--- src/dcache_params.svh ---
`ifndef DCACHE_PARAMS_SVH
`define DCACHE_PARAMS_SVH

// number of sets per way
`define DC_SETS 8

// set index width, log2 of DC_SETS
`define DC_IDX_W 3

// tag width, what is left of the address above index and offsets
`define DC_TAG_W 26

`define DC_WORD_W 32

// hit count goes here on halt
`define DC_HITCNT_ADDR 32'h3100

`endif

--- src/cacheAddrPkg.sv ---
`default_nettype none
`include "dcache_params.svh"

package cacheAddrPkg;

   typedef logic [`DC_WORD_W-1:0] wordT;

   typedef logic [`DC_TAG_W-1:0] tagT;

   typedef logic [`DC_IDX_W-1:0] setIdxT;

   // byte address as the cache splits it
   typedef struct packed {
      tagT tag;
      setIdxT idx;
      logic blkOff;            // word within block
      logic [1:0] byteOff;
   } addrT;

   typedef wordT [1:0] blockT; // word 0 in low half

endpackage

`default_nettype wire

--- src/cacheCtrlPkg.sv ---
`default_nettype none

package cacheCtrlPkg;
   import cacheAddrPkg::*;

   // one tag entry per set per way
   typedef struct packed {
      logic valid;
      logic dirty;
      tagT tag;
   } tagEntryT;

   typedef enum logic [3:0] {
      IDLE,
      WB0,         // victim word 0 out
      WB1,
      FILL0,       // new block word 0 in
      FILL1,
      INSTALL,
      WRHIT,
      DONE,
      HITCNT,
      FLUSH0,
      FLUSH1,
      FLUSHNEXT,
      FLUSHED
   } cacheStateT;

endpackage

`default_nettype wire

--- src/setStore.sv ---
`timescale 1ns/1ps
`default_nettype none
`include "dcache_params.svh"

module setStore
   import cacheAddrPkg::*;
#(
   parameter type entryT = blockT
)
(
   input  logic   CLK,
   input  logic   nRST,
   input  setIdxT rdIdx,
   output entryT  rdEntry,
   input  logic   wrEn,
   input  setIdxT wrIdx,
   input  entryT  wrEntry
);

   entryT entries [`DC_SETS];

   // read port is combinational
   assign rdEntry = entries[rdIdx];

   always_ff @(posedge CLK, negedge nRST)
   begin
      if (!nRST)
      begin
         for (int i = 0; i < `DC_SETS; i++)
            entries[i] <= '0;
      end
      else if (wrEn)
      begin
         entries[wrIdx] <= wrEntry;
      end
   end

endmodule

`default_nettype wire

--- src/hitLookup.sv ---
`timescale 1ns/1ps
`default_nettype none

module hitLookup
   import cacheAddrPkg::*;
   import cacheCtrlPkg::*;
(
   input  addrT     cpuAddr,
   input  logic     cpuWen,
   input  logic     inDone,
   input  tagEntryT tag0,
   input  tagEntryT tag1,
   input  blockT    data0,
   input  blockT    data1,
   output logic     hitAny,
   output logic     hitWay,
   output logic     cpuHit,
   output wordT     cpuLoad
);

   logic match0;
   logic match1;
   blockT hitBlock;

   assign match0 = tag0.valid && (tag0.tag == cpuAddr.tag);
   assign match1 = tag1.valid && (tag1.tag == cpuAddr.tag);

   assign hitAny = match0 || match1;
   assign hitWay = match1;          // a tag lives in one way only

   assign hitBlock = hitWay ? data1 : data0;
   assign cpuLoad = hitBlock[cpuAddr.blkOff];

   // writes only answer once the merge is in the array
   assign cpuHit = hitAny && (!cpuWen || inDone);

endmodule

`default_nettype wire

--- src/missController.sv ---
`timescale 1ns/1ps
`default_nettype none
`include "dcache_params.svh"

module missController
   import cacheAddrPkg::*;
   import cacheCtrlPkg::*;
(
   input  logic     CLK,
   input  logic     nRST,
   input  logic     cpuRen,
   input  logic     cpuWen,
   input  logic     halt,
   input  addrT     cpuAddr,
   input  wordT     cpuStore,
   input  logic     hitAny,
   input  logic     hitWay,
   input  tagEntryT tag0,
   input  tagEntryT tag1,
   input  blockT    data0,
   input  blockT    data1,
   output setIdxT   rdIdx,
   output logic     tagWr0,
   output logic     tagWr1,
   output logic     dataWr0,
   output logic     dataWr1,
   output tagEntryT tagNew,
   output blockT    dataNew,
   output logic     inDone,
   output logic     flushed,
   output logic     memRen,
   output logic     memWen,
   output addrT     memAddr,
   output wordT     memStore,
   input  wordT     memLoad,
   input  logic     memWait
);

   // flush walks way 0 then way 1, all sets each
   localparam logic [`DC_IDX_W:0] lastFlush = {1'b1, `DC_IDX_W'(`DC_SETS - 1)};

   cacheStateT state;
   cacheStateT nextState;
   logic [`DC_SETS-1:0] lru;        // way to evict next
   wordT hitCnt;
   logic [`DC_IDX_W:0] flushCnt;    // {way, set}
   blockT fillBuf;

   setIdxT reqIdx;
   setIdxT flushIdx;
   logic reqValid;
   logic victimWay;
   tagEntryT victimTag;
   blockT victimData;
   logic flushWay;
   tagEntryT flushTag;
   blockT flushData;
   logic inFlush;

   assign reqIdx = cpuAddr.idx;
   assign reqValid = cpuRen || cpuWen;

   assign victimWay = lru[reqIdx];
   assign victimTag = victimWay ? tag1 : tag0;
   assign victimData = victimWay ? data1 : data0;

   assign flushIdx = flushCnt[`DC_IDX_W-1:0];
   assign flushWay = flushCnt[`DC_IDX_W];
   assign flushTag = flushWay ? tag1 : tag0;
   assign flushData = flushWay ? data1 : data0;

   assign inFlush = (state == FLUSH0) || (state == FLUSH1) || (state == FLUSHNEXT);
   assign rdIdx = inFlush ? flushIdx : reqIdx;

   assign inDone = (state == DONE);
   assign flushed = (state == FLUSHED);

   always_ff @(posedge CLK, negedge nRST)
   begin
      if (!nRST)
      begin
         state <= IDLE;
         lru <= '0;
         hitCnt <= '0;
         flushCnt <= '0;
      end
      else
      begin
         state <= nextState;
         if (state == IDLE && reqValid && hitAny)
         begin
            hitCnt <= hitCnt + 1'b1;
            lru[reqIdx] <= ~hitWay;      // other way is now the older one
         end
         else if (state == INSTALL)
         begin
            lru[reqIdx] <= ~victimWay;
         end
         if (state == FLUSHNEXT)
            flushCnt <= flushCnt + 1'b1;
      end
   end

   // fill words, store word merged in on a write miss
   always_ff @(posedge CLK)
   begin
      if (state == FILL0 && !memWait)
         fillBuf[0] <= (cpuWen && !cpuAddr.blkOff) ? cpuStore : memLoad;
      if (state == FILL1 && !memWait)
         fillBuf[1] <= (cpuWen && cpuAddr.blkOff) ? cpuStore : memLoad;
   end

   always_comb
   begin
      nextState = state;
      case (state)
         IDLE:
         begin
            if (reqValid)
            begin
               if (hitAny)
                  nextState = cpuWen ? WRHIT : IDLE;
               else if (victimTag.dirty)
                  nextState = WB0;
               else
                  nextState = FILL0;
            end
            else if (halt)
            begin
               nextState = HITCNT;
            end
         end
         WB0:
            if (!memWait)
               nextState = WB1;
         WB1:
            if (!memWait)
               nextState = FILL0;
         FILL0:
            if (!memWait)
               nextState = FILL1;
         FILL1:
            if (!memWait)
               nextState = INSTALL;
         INSTALL:
            nextState = DONE;
         WRHIT:
            nextState = DONE;
         DONE:
            nextState = IDLE;
         HITCNT:
            if (!memWait)
               nextState = FLUSH0;
         FLUSH0:
         begin
            if (!flushTag.dirty)
               nextState = FLUSHNEXT;      // clean, nothing to write
            else if (!memWait)
               nextState = FLUSH1;
         end
         FLUSH1:
            if (!memWait)
               nextState = FLUSHNEXT;
         FLUSHNEXT:
            nextState = (flushCnt == lastFlush) ? FLUSHED : FLUSH0;
         FLUSHED:
            nextState = FLUSHED;         // held until reset
         default:
            nextState = IDLE;
      endcase
   end

   always_comb
   begin
      memRen = 1'b0;
      memWen = 1'b0;
      memAddr = '0;
      memStore = '0;
      tagWr0 = 1'b0;
      tagWr1 = 1'b0;
      dataWr0 = 1'b0;
      dataWr1 = 1'b0;
      tagNew = '0;
      dataNew = '0;
      case (state)
         WB0:
         begin
            memWen = 1'b1;
            memAddr = {victimTag.tag, reqIdx, 1'b0, 2'b00};
            memStore = victimData[0];
         end
         WB1:
         begin
            memWen = 1'b1;
            memAddr = {victimTag.tag, reqIdx, 1'b1, 2'b00};
            memStore = victimData[1];
         end
         FILL0:
         begin
            memRen = 1'b1;
            memAddr = {cpuAddr.tag, reqIdx, 1'b0, 2'b00};
         end
         FILL1:
         begin
            memRen = 1'b1;
            memAddr = {cpuAddr.tag, reqIdx, 1'b1, 2'b00};
         end
         INSTALL:
         begin
            tagWr0 = !victimWay;
            tagWr1 = victimWay;
            dataWr0 = !victimWay;
            dataWr1 = victimWay;
            tagNew = '{valid: 1'b1, dirty: cpuWen, tag: cpuAddr.tag};
            dataNew = fillBuf;
         end
         WRHIT:
         begin
            tagWr0 = !hitWay;
            tagWr1 = hitWay;
            dataWr0 = !hitWay;
            dataWr1 = hitWay;
            tagNew = '{valid: 1'b1, dirty: 1'b1, tag: cpuAddr.tag};
            dataNew = hitWay ? data1 : data0;
            dataNew[cpuAddr.blkOff] = cpuStore;
         end
         HITCNT:
         begin
            memWen = 1'b1;
            memAddr = addrT'(`DC_HITCNT_ADDR);
            memStore = hitCnt;
         end
         FLUSH0:
         begin
            if (flushTag.dirty)
            begin
               memWen = 1'b1;
               memAddr = {flushTag.tag, flushIdx, 1'b0, 2'b00};
               memStore = flushData[0];
            end
         end
         FLUSH1:
         begin
            memWen = 1'b1;
            memAddr = {flushTag.tag, flushIdx, 1'b1, 2'b00};
            memStore = flushData[1];
         end
         default:
         begin
            memRen = 1'b0;
         end
      endcase
   end

endmodule

`default_nettype wire

--- src/dcacheTop.sv ---
`timescale 1ns/1ps
`default_nettype none

module dcacheTop
   import cacheAddrPkg::*;
   import cacheCtrlPkg::*;
(
   input  logic CLK,
   input  logic nRST,
   input  logic cpuRen,
   input  logic cpuWen,
   input  logic halt,
   input  addrT cpuAddr,
   input  wordT cpuStore,
   output logic cpuHit,
   output wordT cpuLoad,
   output logic flushed,
   output logic memRen,
   output logic memWen,
   output addrT memAddr,
   output wordT memStore,
   input  wordT memLoad,
   input  logic memWait
);

   setIdxT rdIdx;
   tagEntryT tag0;
   tagEntryT tag1;
   blockT data0;
   blockT data1;
   tagEntryT tagNew;
   blockT dataNew;
   logic tagWr0;
   logic tagWr1;
   logic dataWr0;
   logic dataWr1;
   logic hitAny;
   logic hitWay;
   logic inDone;

   setStore #(.entryT(tagEntryT)) tagWay0 (
      .CLK, .nRST, .rdIdx, .rdEntry(tag0),
      .wrEn(tagWr0), .wrIdx(rdIdx), .wrEntry(tagNew)
   );

   setStore #(.entryT(tagEntryT)) tagWay1 (
      .CLK, .nRST, .rdIdx, .rdEntry(tag1),
      .wrEn(tagWr1), .wrIdx(rdIdx), .wrEntry(tagNew)
   );

   setStore #(.entryT(blockT)) dataWay0 (
      .CLK, .nRST, .rdIdx, .rdEntry(data0),
      .wrEn(dataWr0), .wrIdx(rdIdx), .wrEntry(dataNew)
   );

   setStore #(.entryT(blockT)) dataWay1 (
      .CLK, .nRST, .rdIdx, .rdEntry(data1),
      .wrEn(dataWr1), .wrIdx(rdIdx), .wrEntry(dataNew)
   );

   hitLookup lookup (
      .cpuAddr, .cpuWen, .inDone,
      .tag0, .tag1, .data0, .data1,
      .hitAny, .hitWay, .cpuHit, .cpuLoad
   );

   missController ctrl (
      .CLK, .nRST,
      .cpuRen, .cpuWen, .halt, .cpuAddr, .cpuStore,
      .hitAny, .hitWay,
      .tag0, .tag1, .data0, .data1,
      .rdIdx,
      .tagWr0, .tagWr1, .dataWr0, .dataWr1,
      .tagNew, .dataNew,
      .inDone, .flushed,
      .memRen, .memWen, .memAddr, .memStore,
      .memLoad, .memWait
   );

endmodule

`default_nettype wire

--- config.mk ---
export PLATFORM = sky130hd
export DESIGN_NAME = dcacheTop
export DESIGN_NICKNAME = d
export VERILOG_FILES = /design/src/cacheAddrPkg.sv /design/src/cacheCtrlPkg.sv /design/src/setStore.sv /design/src/hitLookup.sv /design/src/missController.sv /design/src/dcacheTop.sv
export VERILOG_INCLUDE_DIRS = /design/src /design/src/src
export SDC_FILE = /design/constraint.sdc
export NUM_CORES = 2
export LEC_CHECK = 0
export BUFFER_PORTS_ARGS = -buffer_cell sky130_fd_sc_hd__buf_2
export CAP_MARGIN = 20
export CELL_PAD_IN_SITES_DETAIL_PLACEMENT = 0
export CELL_PAD_IN_SITES_GLOBAL_PLACEMENT = 1
export CORE_MARGIN = 4
export CORE_UTILIZATION = 40
export DETAILED_ROUTE_END_ITERATION = 8
export HOLD_SLACK_MARGIN = 0.02
export PLACE_DENSITY_LB_ADDON = 0.1
export SYNTH_ARGS = -nofsm -noshare
export SYNTH_HDL_FRONTEND = slang
export SYNTH_SLANG_ARGS = --single-unit
export TNS_END_PERCENT = 1
--- constraint.sdc ---
create_clock -name CLK -period 8.4 [get_ports CLK]
set_input_delay 0.84 -clock CLK [delete_from_list [all_inputs] [get_ports CLK]]
set_output_delay 0.84 -clock CLK [all_outputs]
set_load 0.05 [all_outputs]
==> results.py <==
metrics = {
    "grt": {
        "grt_pass1_wl_um": 504000,
        "grt_pass1_vias": 66907,
        "grt_use_total_pct": 33.9,
        "antenna_found_initial": 24,
        "overflow": 0,
        "grt_max_degree": 169,
    },
    "floorplanning": {
        "start_util_pct": 40.3,
        "io_pins": 202,
        "die_height_um": 452,
        "dieArea_um2": 204000,
        "die_w_um": 452,
        "core_area_um2": 195000,
        "row_count": 162,
    },
    "outcome": {
        "status": "finished, violations left",
        "violations": "hold timing",
    },
    "detailed_routing": {
        "drc": 0,
        "routed_via_density": 6.31,
        "drt_iter0_markers": 7353,
        "wl_per_cell_um": 31.9,
        "dr_total_vias": 70176,
        "dr.pass1.iters": 8,
        "postRouteAntennaNets": 0,
        "wl_um": 354000,
    },
    "clock_network": {
        "hold_buffers": 0,
        "postCtsSetupBuffers": 0,
        "cts_tree": "built",
        "clk_latency_ps": 860,
        "cts_buffers": 182,
        "root_buffer": "clkbuf_16",
        "cts_sinks": 1584,
        "cts_buffer_depth": 3,
        "htree_levels": 4,
        "cts_resized": 0,
        "cts.clk_slew.worst_paths_ps": 60,
    },
    "power": {
        "switchingPower_mw": 13.4,
        "p_int_mw": 19.5,
        "power_density_nw_per_um2": 367,
        "p_comb_share_pct": 37.8,
        "leakage_nw": 37.7,
        "pwr-share-clk_pct": 25.1,
        "total_power_mw": 32.9,
        "max-vdd-ir-drop_v": 0.000305,
        "seq_power_share_pct": 37.1,
        "p_sw_share_pct": 40.8,
    },
    "worst_setup_path": {
        "worstPathRequired_ps": 7560,
        "crit_path_end_kind": "primary output",
        "arrival_ps": 7090,
        "crit_type": "flop to primary output",
        "path_max_fanout": 25,
        "cp-start-kind": "flop",
    },
    "sta": {
        "relSlewSlack_pct": 21.2,
        "holdWs_ps": -2.27,
        "clock.fmax_ghz": 0.126,
        "setup_viol": 0,
        "clock_skew_ps": 40.0,
        "worst_pin_slew_ps": 1180,
        "final.setup.tns_ps": 0,
        "maxSlewViolCount": 0,
        "min_period_over_period_pct": 94.4,
        "hold_viol": 1,
        "rsz0062_at_grt": "false",
        "post-route-min-period_ps": 7930,
    },
    "synthesis": {
        "synth_top_area_share_pct": 48.3,
        "yosysSeqAreaShare_pct": 50.8,
        "synth_warnings": 0,
        "synthDistinctLibCells": 101,
        "ys.flop_type": "dfrtp_1",
        "synth_area_leaders": "dfrtp_1 (48%), a31oi_1 (8.3%), nor2_1 (5.4%), mux2i_1 (4.2%), nand2_1 (3.8%)",
        "synth_seq_cells": 1584,
        "synth_area_um2": 78700,
        "synth_edf_count": 64,
        "synthCells": 8406,
        "async_flop_share_pct": 96.0,
        "avgSynthCellArea_um2": 9.37,
        "post-synth-top-area-cell": "dfrtp_1",
    },
    "cells_and_area": {
        "finalNetCount": 8433,
        "drive_gt1_share_pct": 13.2,
        "fin_util_pct": 46.0,
        "area_delta_synth_final_pct": 14.1,
    },
    "min_path": {
        "hold_class": "input pin to asynchronous set/reset pin",
    },
    "placed_design": {
        "post-dp-hpwl_um": 223000,
        "gp_congestion": 0.989,
        "port_buffers": 197,
    },
    "job": {
        "max_cap_viol_count": 0,
    },
}
final timing paths:
check | start | end | slack, ps | depth (start not counted)
max | ctrl.state[3] | cpuLoad[21] | 470 | 16
min | nRST | dataWay0.entries[69] | -2 | 1
max reg2reg | ctrl.state[3] | tagWay1.entries[159] | 1840 | 14
min reg2reg | tagWay0.entries[83] | tagWay0.entries[83] | 460 | 1
max in group asynchronous | nRST | dataWay0.entries[307] | 6380 | 3
min in group CLK | memLoad[14] | ctrl.fillBuf[14] | 310 | 2
metrics by stage:
stage                     instance area [um^2]  setup slack [ps]  std cells
after floorplan                          78700              2450       8407
after global placement                   83600              1190      10764
after detailed placement                 83600              1260      10769
after CTS                                89800               490      11108
after global routing                     89800               418      11117
final                                    89800               472      11120
power by group through the flow:
stage               Sequential, mW  Combinational, mW  Clock, mW
CTS                           12.2               12.3       8.37
floorplan                     11.9               7.88          0
global route                  12.6               13.3       8.69
detailed placement            12.3               12.3          0
global placement              12.2               12.1          0
finish                        12.2               12.5       8.25
layout make-up:
type / count / area [um^2]
Timing Repair Buffer: 561 / 4700
Multi-Input combinational cell: 5966 / 35500
Tap cell: 2624 / 3280
Clock buffer: 276 / 5490
Inverter: 34 / 129
Fill cell: 19153 / 106000
Antenna cell: 12 / 30.0
Sequential cell: 1584 / 40000
Clock inverter: 63 / 672
critical path, cell delays in order (launching register included):
cell and delay, ps:
dfrtp_1 350, buf_4 350, and2b_2 580, buf_4 410, nand3_1 390, nand2_1 830, nand3_1 320, a21o_1 260
a22o_1 210, nor4_1 280, buf_4 170, and4_4 420, buf_12 220, buf_12 200, mux2i_1 110, o21ai_0 650
buf_2 410
per-layer routing:
| metal | GRT usage [%] | wire [um] | up-vias | part of all wire, % |
|---|---|---|---|---|
| li1 | - | - | 30761 | - |
| met3 | 4.84 | 23000 | 832 | 6.5 |
| met5 | 0 | 9 | - | 0.0025 |
| met4 | 21.4 | 26000 | 2 | 7.3 |
| met1 | 43.9 | 144000 | 35580 | 40 |
| met2 | 53.7 | 162000 | 3001 | 46 |
flip-flops by register name, summed over array words and instances, names as in the netlist:
register,flops
tagWay1.entries,224
ctrl.flushCnt,4
dataWay0.entries,512
ctrl.hitCnt,32
ctrl.lru,8
ctrl.fillBuf,64
ctrl.state,4
dataWay1.entries,512
tagWay0.entries,224
synthesized netlist by cell type, types with 42 or more instances:
library cell	instances
a211oi_1	101
a21o_1	54
a21oi_1	310
a22o_1	74
a22oi_1	134
a31oi_1	1039
a32oi_1	46
and3_1	81
buf_1	52
buf_2	275
clkbuf_1	461
dfrtp_1	1520
edfxtp_1	64
mux2_2	118
mux2i_1	330
nand2_1	802
nand2b_1	58
nand3_1	181
nand3b_1	42
nand4_1	73
nor2_1	1141
nor2b_1	61
nor3_1	46
o211ai_1	64
o21ai_0	587
o22ai_1	166
cells by family after synthesis:
group | share of synthesized area (%)
adder cells (fa/ha/maj) | 0.0318
AND/OR/NAND/NOR | 14.5
multiplexers | 6.43
XOR/XNOR | 0.590
AO/OA/AOI/OAI | 23.0
other | 0.00476
buffers and inverters | 4.71
flip-flops | 50.8
cells in the final DEF, fill, tap and decap left out, drive strengths merged, types with 16 or more instances in the layout:
| master | count |
|---|---|
| clkinv | 42 |
| nor4 | 32 |
| mux2 | 118 |
| nand4 | 73 |
| o21ai | 597 |
| a21o | 54 |
| a32oi | 47 |
| o22ai | 166 |
| a211oi | 101 |
| a22oi | 137 |
| and3 | 81 |
| nand2b | 58 |
| a31oi | 1040 |
| mux4 | 19 |
| a22o | 74 |
| dfrtp | 1520 |
| xor2 | 27 |
| mux2i | 330 |
| nor2 | 1143 |
| a221oi | 16 |
| o211ai | 64 |
| nand3 | 181 |
| inv | 38 |
| nor2b | 61 |
| nor3 | 46 |
| nand3b | 42 |
| or3 | 18 |
| a21oi | 314 |
| o221ai | 19 |
| and2 | 18 |
| edfxtp | 64 |
| clkbuf | 277 |
| nand2 | 802 |
| buf | 560 |
| o31ai | 40 |
| xnor2 | 26 |
No activity file was read; power rests on OpenSTA's default activity.
